File: src/verilog/spi_regs_pkg.sv
//////////////////////////////
// shared constants for the spi register bank
// addresses, field widths and reset values, imported by the rtl
//////////////////////////////

`default_nettype none

package spi_regs_pkg;

  //////////////////////////////
  // frame layout

  // address byte, first on the wire
  localparam int addr_w = 8;
  // data byte, second on the wire
  localparam int data_w = 8;
  // control regs only use a nibble
  localparam int ctl_w = 4;
  // msb first, address then data
  localparam int frame_bits = addr_w + data_w;

  //////////////////////////////
  // register map

  // plain registers and the two data-less commands share one space
  typedef enum logic [addr_w-1:0] {
    // clears led and adc, mux untouched
    addr_powerup    = 8'd6,
    addr_led        = 8'd7,
    addr_spi_mux    = 8'd8,
    // output enables for the 4094 chain
    addr_4094       = 8'd9,
    // clears everything except 4094
    addr_soft_reset = 8'd11,
    addr_adc        = 8'd14
  } reg_addr_e;

  //////////////////////////////
  // reset values

  // one led lit out of reset
  localparam logic [ctl_w-1:0] led_reset_value = 4'b0001;

endpackage

`default_nettype wire
File: src/verilog/spi_frame_if.sv
//////////////////////////////
// frame and read-lookup channel
// between the spi slave and the register bank
//////////////////////////////

`timescale 1ns/1ps
`default_nettype none

interface spi_frame_if;
  import spi_regs_pkg::*;

  // completed 16 bit frame, one cycle strobe
  logic              frame_valid;
  logic [addr_w-1:0] frame_addr;
  logic [data_w-1:0] frame_data;

  // address byte just in, bank answers same cycle
  logic              read_strobe;
  logic [addr_w-1:0] read_addr;
  logic [data_w-1:0] read_data;

  modport slave (
    output frame_valid, frame_addr, frame_data, read_strobe, read_addr,
    input  read_data
  );

  // bank sees the lookup address continuously
  modport bank (
    input  frame_valid, frame_addr, frame_data, read_addr,
    output read_data
  );

endinterface

`default_nettype wire

File: src/verilog/spi_mux_top.sv
//////////////////////////////
// top level of the spi register and select fabric
// spi_ss talks to the bank, spi_ss2 to the chosen peripheral
//////////////////////////////

`timescale 1ns/1ps
`default_nettype none

module spi_mux_top #(
  parameter int                   sel_count    = 8,
  parameter logic [sel_count-1:0] sel_polarity = 8'b0111_0000,
  parameter int                   sync_stages  = 2
) (
  input  wire                             cs,
  input  wire                             reset,
  // mcu spi port
  input  wire                             spi_clk,
  input  wire                             spi_ss,
  input  wire                             spi_mosi,
  input  wire                             spi_ss2,
  output logic                            spi_miso,
  // peripheral side
  input  wire  [sel_count-1:0]            periph_miso,
  output logic [sel_count-1:0]            periph_sel,
  output logic                            periph_clk,
  output logic                            periph_mosi,
  // register outputs
  output logic [spi_regs_pkg::ctl_w-1:0]  led,
  output logic [spi_regs_pkg::ctl_w-1:0]  oe_4094,
  output logic [spi_regs_pkg::ctl_w-1:0]  adc_ctl
);
  import spi_regs_pkg::*;

  logic              dout;
  logic [data_w-1:0] reg_spi_mux;

  spi_frame_if frm_if ();

  //////////////////////////////
  // spi pass-through

  // clock and data fan out unmuxed, only selects are gated
  assign periph_clk  = spi_clk;
  assign periph_mosi = spi_mosi;

  //////////////////////////////
  // bank access

  spi_frame_slave #(
    .sync_stages (sync_stages)
  ) slave_i (
    .cs       (cs),
    .reset    (reset),
    .spi_clk  (spi_clk),
    .spi_ss   (spi_ss),
    .spi_mosi (spi_mosi),
    .dout     (dout),
    .frm      (frm_if.slave)
  );

  register_bank bank_i (
    .cs          (cs),
    .reset       (reset),
    .frm         (frm_if.bank),
    .reg_led     (led),
    .reg_spi_mux (reg_spi_mux),
    .reg_4094    (oe_4094),
    .reg_adc     (adc_ctl)
  );

  //////////////////////////////
  // peripheral routing

  // mux register drives the select fabric directly
  peripheral_select #(
    .sel_count    (sel_count),
    .sel_polarity (sel_polarity)
  ) psel_i (
    .reg_spi_mux (reg_spi_mux),
    .spi_ss2     (spi_ss2),
    .dout        (dout),
    .periph_miso (periph_miso),
    .periph_sel  (periph_sel),
    .spi_miso    (spi_miso)
  );

endmodule

`default_nettype wire

File: src/verilog/peripheral_select.sv
//////////////////////////////
// peripheral chip select fabric
// mux register picks a lane, spi_ss2 enables it, miso comes back
//////////////////////////////

`timescale 1ns/1ps
`default_nettype none

module peripheral_select #(
  parameter int                  sel_count    = 8,
  parameter logic [sel_count-1:0] sel_polarity = 8'b0111_0000
) (
  input  wire  [spi_regs_pkg::data_w-1:0] reg_spi_mux,
  input  wire                             spi_ss2,
  input  wire                             dout,
  input  wire  [sel_count-1:0]            periph_miso,
  output logic [sel_count-1:0]            periph_sel,
  output logic                            spi_miso
);
  import spi_regs_pkg::*;

  logic [sel_count-1:0] lane_hit;
  logic [sel_count-1:0] lane_active;

  //////////////////////////////
  // lane decode

  // value n picks lane n-1
  // zero and anything past sel_count pick nothing
  always_comb
  begin
    for (int i = 0; i < sel_count; i++)
    begin
      lane_hit[i] = (reg_spi_mux == data_w'(i + 1));
    end
  end

  // ss2 is active low
  assign lane_active = lane_hit & {sel_count{~spi_ss2}};

  //////////////////////////////
  // select lines

  // idle lanes sit at ~polarity, the active lane drives polarity
  assign periph_sel = ~(lane_active ^ sel_polarity);

  //////////////////////////////
  // miso return

  // ss2 high means the mcu is talking to the bank itself
  always_comb
  begin
    if (spi_ss2)
      spi_miso = dout;
    else
      spi_miso = |(lane_hit & periph_miso);
  end

endmodule

`default_nettype wire

File: src/verilog/register_bank.sv
//////////////////////////////
// control register bank
// set/clear/toggle nibble writes, commands and read lookup
//////////////////////////////

`timescale 1ns/1ps
`default_nettype none

module register_bank (
  input  wire  cs,
  input  wire  reset,
  spi_frame_if.bank frm,
  output logic [spi_regs_pkg::ctl_w-1:0]  reg_led,
  output logic [spi_regs_pkg::data_w-1:0] reg_spi_mux,
  output logic [spi_regs_pkg::ctl_w-1:0]  reg_4094,
  output logic [spi_regs_pkg::ctl_w-1:0]  reg_adc
);
  import spi_regs_pkg::*;

  reg_addr_e wr_addr;
  reg_addr_e rd_addr;

  //////////////////////////////
  // nibble update rule

  // low nibble sets, high nibble clears
  // a bit named in both nibbles flips
  function automatic logic [ctl_w-1:0] nibble_update(
    input logic [ctl_w-1:0]  cur,
    input logic [data_w-1:0] val
  );
    logic [ctl_w-1:0] set_bits;
    logic [ctl_w-1:0] clr_bits;
    logic [ctl_w-1:0] tog_bits;
    set_bits = val[ctl_w-1:0];
    clr_bits = val[2*ctl_w-1:ctl_w];
    tog_bits = set_bits & clr_bits;
    // toggle bits drop out of both masks, then flip
    nibble_update = ((cur | (set_bits & ~tog_bits)) & ~(clr_bits & ~tog_bits)) ^ tog_bits;
  endfunction

  //////////////////////////////
  // write and command decode

  assign wr_addr = reg_addr_e'(frm.frame_addr);

  always_ff @(posedge cs)
  begin
    if (reset)
    begin
      reg_led     <= led_reset_value;
      reg_spi_mux <= '0;
      reg_4094    <= '0;
      reg_adc     <= '0;
    end
    else if (frm.frame_valid)
    begin
      case (wr_addr)
        addr_led:
          reg_led <= nibble_update(reg_led, frm.frame_data);
        addr_4094:
          reg_4094 <= nibble_update(reg_4094, frm.frame_data);
        addr_adc:
          reg_adc <= nibble_update(reg_adc, frm.frame_data);
        // mux is a whole byte, written as is
        addr_spi_mux:
          reg_spi_mux <= frm.frame_data;
        // data byte ignored for both commands
        addr_soft_reset:
        begin
          reg_led     <= '0;
          reg_spi_mux <= '0;
          reg_adc     <= '0;
          // 4094 output enables survive a soft reset
        end
        addr_powerup:
        begin
          // rails coming up, mux stays where it is
          reg_led <= '0;
          reg_adc <= '0;
        end
        default:
        begin
          // unknown address, nothing changes
        end
      endcase
    end
  end

  //////////////////////////////
  // read lookup

  // purely combinational, slave latches it with read_strobe
  assign rd_addr = reg_addr_e'(frm.read_addr);

  always_comb
  begin
    case (rd_addr)
      addr_led:
        frm.read_data = {{(data_w - ctl_w){1'b0}}, reg_led};
      addr_spi_mux:
        frm.read_data = reg_spi_mux;
      addr_4094:
        frm.read_data = {{(data_w - ctl_w){1'b0}}, reg_4094};
      addr_adc:
        frm.read_data = {{(data_w - ctl_w){1'b0}}, reg_adc};
      // commands and holes read as zero
      default:
        frm.read_data = '0;
    endcase
  end

endmodule

`default_nettype wire

File: src/verilog/spi_frame_slave.sv
//////////////////////////////
// oversampled spi mode 0 slave
// builds 16 bit frames and shifts read data back out
// all pins resampled on cs, nothing clocked by spi_clk
//////////////////////////////

`timescale 1ns/1ps
`default_nettype none

module spi_frame_slave #(
  parameter int sync_stages = 2
) (
  input  wire  cs,
  input  wire  reset,
  input  wire  spi_clk,
  input  wire  spi_ss,
  input  wire  spi_mosi,
  output logic dout,
  spi_frame_if.slave frm
);
  import spi_regs_pkg::*;

  // one spare bit so an overlong frame never wraps back to 16
  localparam int cnt_w = $clog2(frame_bits) + 1;

  logic [sync_stages-1:0] clk_sync;
  logic [sync_stages-1:0] ss_sync;
  logic [sync_stages-1:0] mosi_sync;
  logic clk_s;
  logic ss_s;
  logic mosi_s;
  logic clk_d;
  logic ss_d;
  logic clk_rise;
  logic clk_fall;
  logic ss_rise;
  logic [cnt_w-1:0]      bit_count;
  logic [frame_bits-1:0] shift_reg;
  logic [data_w-1:0]     tx_shift;

  //////////////////////////////
  // pin synchronizers

  // ss idles high, so start the chain there
  always_ff @(posedge cs)
  begin
    if (reset)
    begin
      clk_sync <= '0;
      ss_sync  <= '1;
    end
    else
    begin
      clk_sync <= {clk_sync[sync_stages-2:0], spi_clk};
      ss_sync  <= {ss_sync[sync_stages-2:0], spi_ss};
    end
  end

  // data line only matters at a sampled edge
  always_ff @(posedge cs)
  begin
    mosi_sync <= {mosi_sync[sync_stages-2:0], spi_mosi};
  end

  assign clk_s  = clk_sync[sync_stages-1];
  assign ss_s   = ss_sync[sync_stages-1];
  assign mosi_s = mosi_sync[sync_stages-1];

  // edge detect against last cycle
  assign clk_rise = clk_s & ~clk_d;
  assign clk_fall = ~clk_s & clk_d;
  assign ss_rise  = ss_s & ~ss_d;

  //////////////////////////////
  // receive path

  // shift in on rising spi_clk while selected
  always_ff @(posedge cs)
  begin
    if (!ss_s && clk_rise)
      shift_reg <= {shift_reg[frame_bits-2:0], mosi_s};
  end

  // 8th bit is being sampled right now
  assign frm.read_strobe = ~ss_s & clk_rise & (bit_count == cnt_w'(addr_w - 1));
  // address byte including the bit on the wire this cycle
  assign frm.read_addr   = {shift_reg[addr_w-2:0], mosi_s};

  // frame fields are only looked at during frame_valid
  assign frm.frame_addr = shift_reg[frame_bits-1:data_w];
  assign frm.frame_data = shift_reg[data_w-1:0];

  //////////////////////////////
  // count, strobes and transmit path

  always_ff @(posedge cs)
  begin
    if (reset)
    begin
      clk_d           <= 1'b0;
      ss_d            <= 1'b1;
      bit_count       <= '0;
      tx_shift        <= '0;
      dout            <= 1'b0;
      frm.frame_valid <= 1'b0;
    end
    else
    begin
      clk_d <= clk_s;
      ss_d  <= ss_s;
      // count still holds the final total on the ss rising edge
      frm.frame_valid <= ss_rise && (bit_count == cnt_w'(frame_bits));
      if (ss_s)
      begin
        // deselected, drop any partial frame
        bit_count <= '0;
        tx_shift  <= '0;
        dout      <= 1'b0;
      end
      else if (clk_rise)
      begin
        // saturate rather than wrap
        if (bit_count != '1)
          bit_count <= bit_count + 1'b1;
        // lookup result lands with the 8th bit
        if (frm.read_strobe)
          tx_shift <= frm.read_data;
      end
      else if (clk_fall)
      begin
        // msb first, master picks it up on the next rise
        dout     <= tx_shift[data_w-1];
        tx_shift <= {tx_shift[data_w-2:0], 1'b0};
      end
    end
  end

endmodule

`default_nettype wire

File: config.mk
export PLATFORM = sky130hd
export DESIGN_NAME = spi_mux_top
export DESIGN_NICKNAME = d
export VERILOG_FILES = /design/src/verilog/spi_regs_pkg.sv /design/src/verilog/spi_frame_if.sv /design/src/verilog/spi_mux_top.sv /design/src/verilog/peripheral_select.sv /design/src/verilog/register_bank.sv /design/src/verilog/spi_frame_slave.sv
export SDC_FILE = /design/constraint.sdc
export NUM_CORES = 1
export LEC_CHECK = 0
export ABC_CLOCK_PERIOD_IN_PS = 4600
export BUFFER_PORTS_ARGS = -buffer_cell sky130_fd_sc_hd__buf_4
export CELL_PAD_IN_SITES_DETAIL_PLACEMENT = 2
export CELL_PAD_IN_SITES_GLOBAL_PLACEMENT = 2
export CORE_MARGIN = 2
export CORE_UTILIZATION = 38
export CTS_BUF_LIST = sky130_fd_sc_hd__clkbuf_4 sky130_fd_sc_hd__clkbuf_8 sky130_fd_sc_hd__clkbuf_16
export CTS_CLUSTER_SIZE = 30
export DETAILED_ROUTE_END_ITERATION = 16
export PLACE_DENSITY_LB_ADDON = 0.1
export SYNTH_ARGS = -nofsm -noshare
export SYNTH_HDL_FRONTEND = slang
export SYNTH_SLANG_ARGS = --single-unit
File: constraint.sdc
create_clock -name cs -period 4.6 [get_ports cs]
set_clock_uncertainty 0.2 [all_clocks]
set_input_delay 0.69 -clock cs [delete_from_list [all_inputs] [get_ports cs]]
set_output_delay 0.69 -clock cs [all_outputs]
set_load 0.005 [all_outputs]
==> metrics.csv <==
metric,value,unit
highest_layer,met4,
yosysSeqAreaShare,49.2,%
worstSetupStartpointType,register,
hold_path_class,reg -> reg,
ys_seq_elements,59,
crit_family,flip-flops,
clockBufferDepth,2,
post-cts-setup-buffers,0,
crit_slowest_cell,dfxtp_1,
port_buffers,36,
tns,0,ps
htree_levels,3,
grt_overflow,0,
routabilityCongestion,0.727,
start_util,39.7,%
clkTransAtPathRegs,70,ps
via_per_inst,5.70,
ff_latch_area,0.00134,mm2
dr.pass1.iters,4,
largest_register_ffs,16,
synth_top_cells_by_area,"dfxtp_1, edfxtp_1, nand3b_1",
wire_per_inst,19.7,um
vdd_drop_max,0.000160,V
path_max_fanout,12,
ys_types,48,
hold_violations,0,
die_area,0.00787,mm2
first_iter_violations,97,
track_usage,22.2,%
fmaxAchievable,0.350,GHz
grt_first_pass_wirelength,13000,um
drive_gt1_share,19.7,%
synth_area,0.00273,mm2
pin_count,37,
met3RoutedLength,348,um
synth-edff-count,16,
setup_viol,0,
ctsResizeCount,0,
grt_max_degree,28,
required,3710,ps
pre_cts_ws,1950,ps
multiInputGateArea,0.00128,mm2
synth_top_area_share,31.6,%
synth.largest_area_cell,dfxtp_1,
cts_tree,done,
crit_path_end_kind,output port,
wl,8090,um
min_period,2860,ps
antenna_found_initial,0,
drt-met1-wl,3750,um
synth_top_flop_cell,dfxtp_1,
power_leakage,1.14,nW
clock_sinks,59,
async_reset_ff_share,0,%
nets,326,
drv_slew,0,
num-fill-cells,757,
syn_nets,296,
worstSkewPairLatency,350,ps
tightest_slew,1120,ps
dp.cells,394,
diodes,0,
power.density,335,mW/mm2
max-cap-violations,0,
core_area,0.00687,mm2
synth.avg_cell_area,9.77,um2
outcome,"finished, final reports clean",
ant_nets,0,
critPathMaxStageDelay,570,ps
rsz0062_at_grt,false,
cp_cell_sequence,"mux4_2, a21boi_0, o31ai_1, buf_4",
post-route-period-util,62.1,%
cts-root-buf,clkbuf_8,
critPathArrivalTime,1970,ps
critPathKind,reg -> out,
worst-path-buf-inv,1,
hold_slack,127,ps
drc,0,
setup_ws,1740,ps
cts_made_buffers,9,
dp_hpwl,5540,um
die_h,88.7,um
vias,2335,
grt_pass1_vias,2505,
hold_buffers,0,
syn_inst,279,
areaGrowthSynthToFinish,19.9,%
layout.cells.non_filler,410,
yosys_warnings,0,
rows,30,
die_w,88.7,um
wl_met2,3830,um
relSlewSlack,24.1,%
==> final timing paths <==
path                                                         start                                end  slack (ps)  cells past startpoint
worst min-delay path                  slave_i.mosi_sync[0]$_DFF_P_       slave_i.mosi_sync[1]$_DFF_P_         130                      0
worst max register to register   slave_i.bit_count[0]$_SDFFE_PP0P_  slave_i.bit_count[3]$_SDFFE_PP0P_        2130                      7
worst min register to register        slave_i.mosi_sync[0]$_DFF_P_       slave_i.mosi_sync[1]$_DFF_P_         130                      0
worst max-delay path            bank_i.reg_spi_mux[1]$_SDFFE_PP0P_                           spi_miso        1740                      4
==> cells in the final DEF, fill, tap and decap left out, types with 2 or more instances in the layout <==
master and n:
dfxtp_1 43, buf_4 37, a21oi_1 26, nor2_1 25, nand3b_1 20, o21ai_0 17
nand2_1 16, edfxtp_1 16, a22oi_1 12, clkbuf_8 11, inv_1 6, nor2b_1 6
nand2b_1 6, a311oi_1 6, nand4b_1 6, mux2i_1 5, and3_1 4, a31oi_1 4
nor3b_1 3, nand3_1 3, xor2_1 3, ha_1 3, clkinv_2 3, nor3_1 2
and3b_1 2, or2_2 2, o211ai_1 2, o2111ai_1 2, nor4_4 2
==> cells in the mapped netlist, types with 5 or more instances <==
cell,count
a21oi_1,26
a22oi_1,12
a311oi_1,6
clkbuf_1,14
dfxtp_1,43
edfxtp_1,16
inv_1,6
mux2i_1,5
nand2_1,16
nand2b_1,6
nand3b_1,20
nand4b_1,6
nor2_1,25
nor2b_1,6
o21ai_0,17
==> per-stage QoR <==
step           utilization [%]  power (mW)  cell area (um2)
5_1_grt                   47.6        1.13             3270
3_3_place_gp              44.4       0.579             3050
4_1_cts                   47.6        1.10             3270
2_1_floorplan                -       0.566             2730
6_report                  47.6        1.09             3270
3_5_place_dp              44.4       0.581             3050
==> power breakdown <==
part	switching, mW	total (mW)	internal, mW
logic	0.0145	0.0288	0.0143
clock network	0.216	0.525	0.310
registers	0.00551	0.540	0.535
total	0.236	1.09	0.859
==> area by class of cell <==
class	count	area share (%)
clock inverters	4	1.38
clock buffers	12	5.40
flip-flops and latches	59	41.0
well taps	96	3.68
repair buffers	37	8.50
inverters	7	0.804
multi-input cells	195	39.2
==> worst register-to-register path, stage by stage (launching register included) <==
cell     delay [ps]
dfxtp_1         350
ha_1            250
and3_1          200
ha_1            220
nor3b_1         660
nand4_1         240
xor2_1          200
nor2_1           50
==> per-layer routing <==
layer  track usage [%]  up-vias
li1                  -     1092
met5                 0        -
met1              29.5     1180
met4              8.82        0
met2              36.1       48
met3              3.64       15
==> logic make-up after synthesis <==
group           Yosys count  share of synthesized area (%)
compound gates           74                           16.7
xor+xnor                  4                           1.29
fa+ha+maj                 3                           1.38
buf+inv                  25                           3.81
flops                    59                           49.2
mux                       7                           3.07
simple gates            107                           24.6
(Power assumes the default switching activity.)
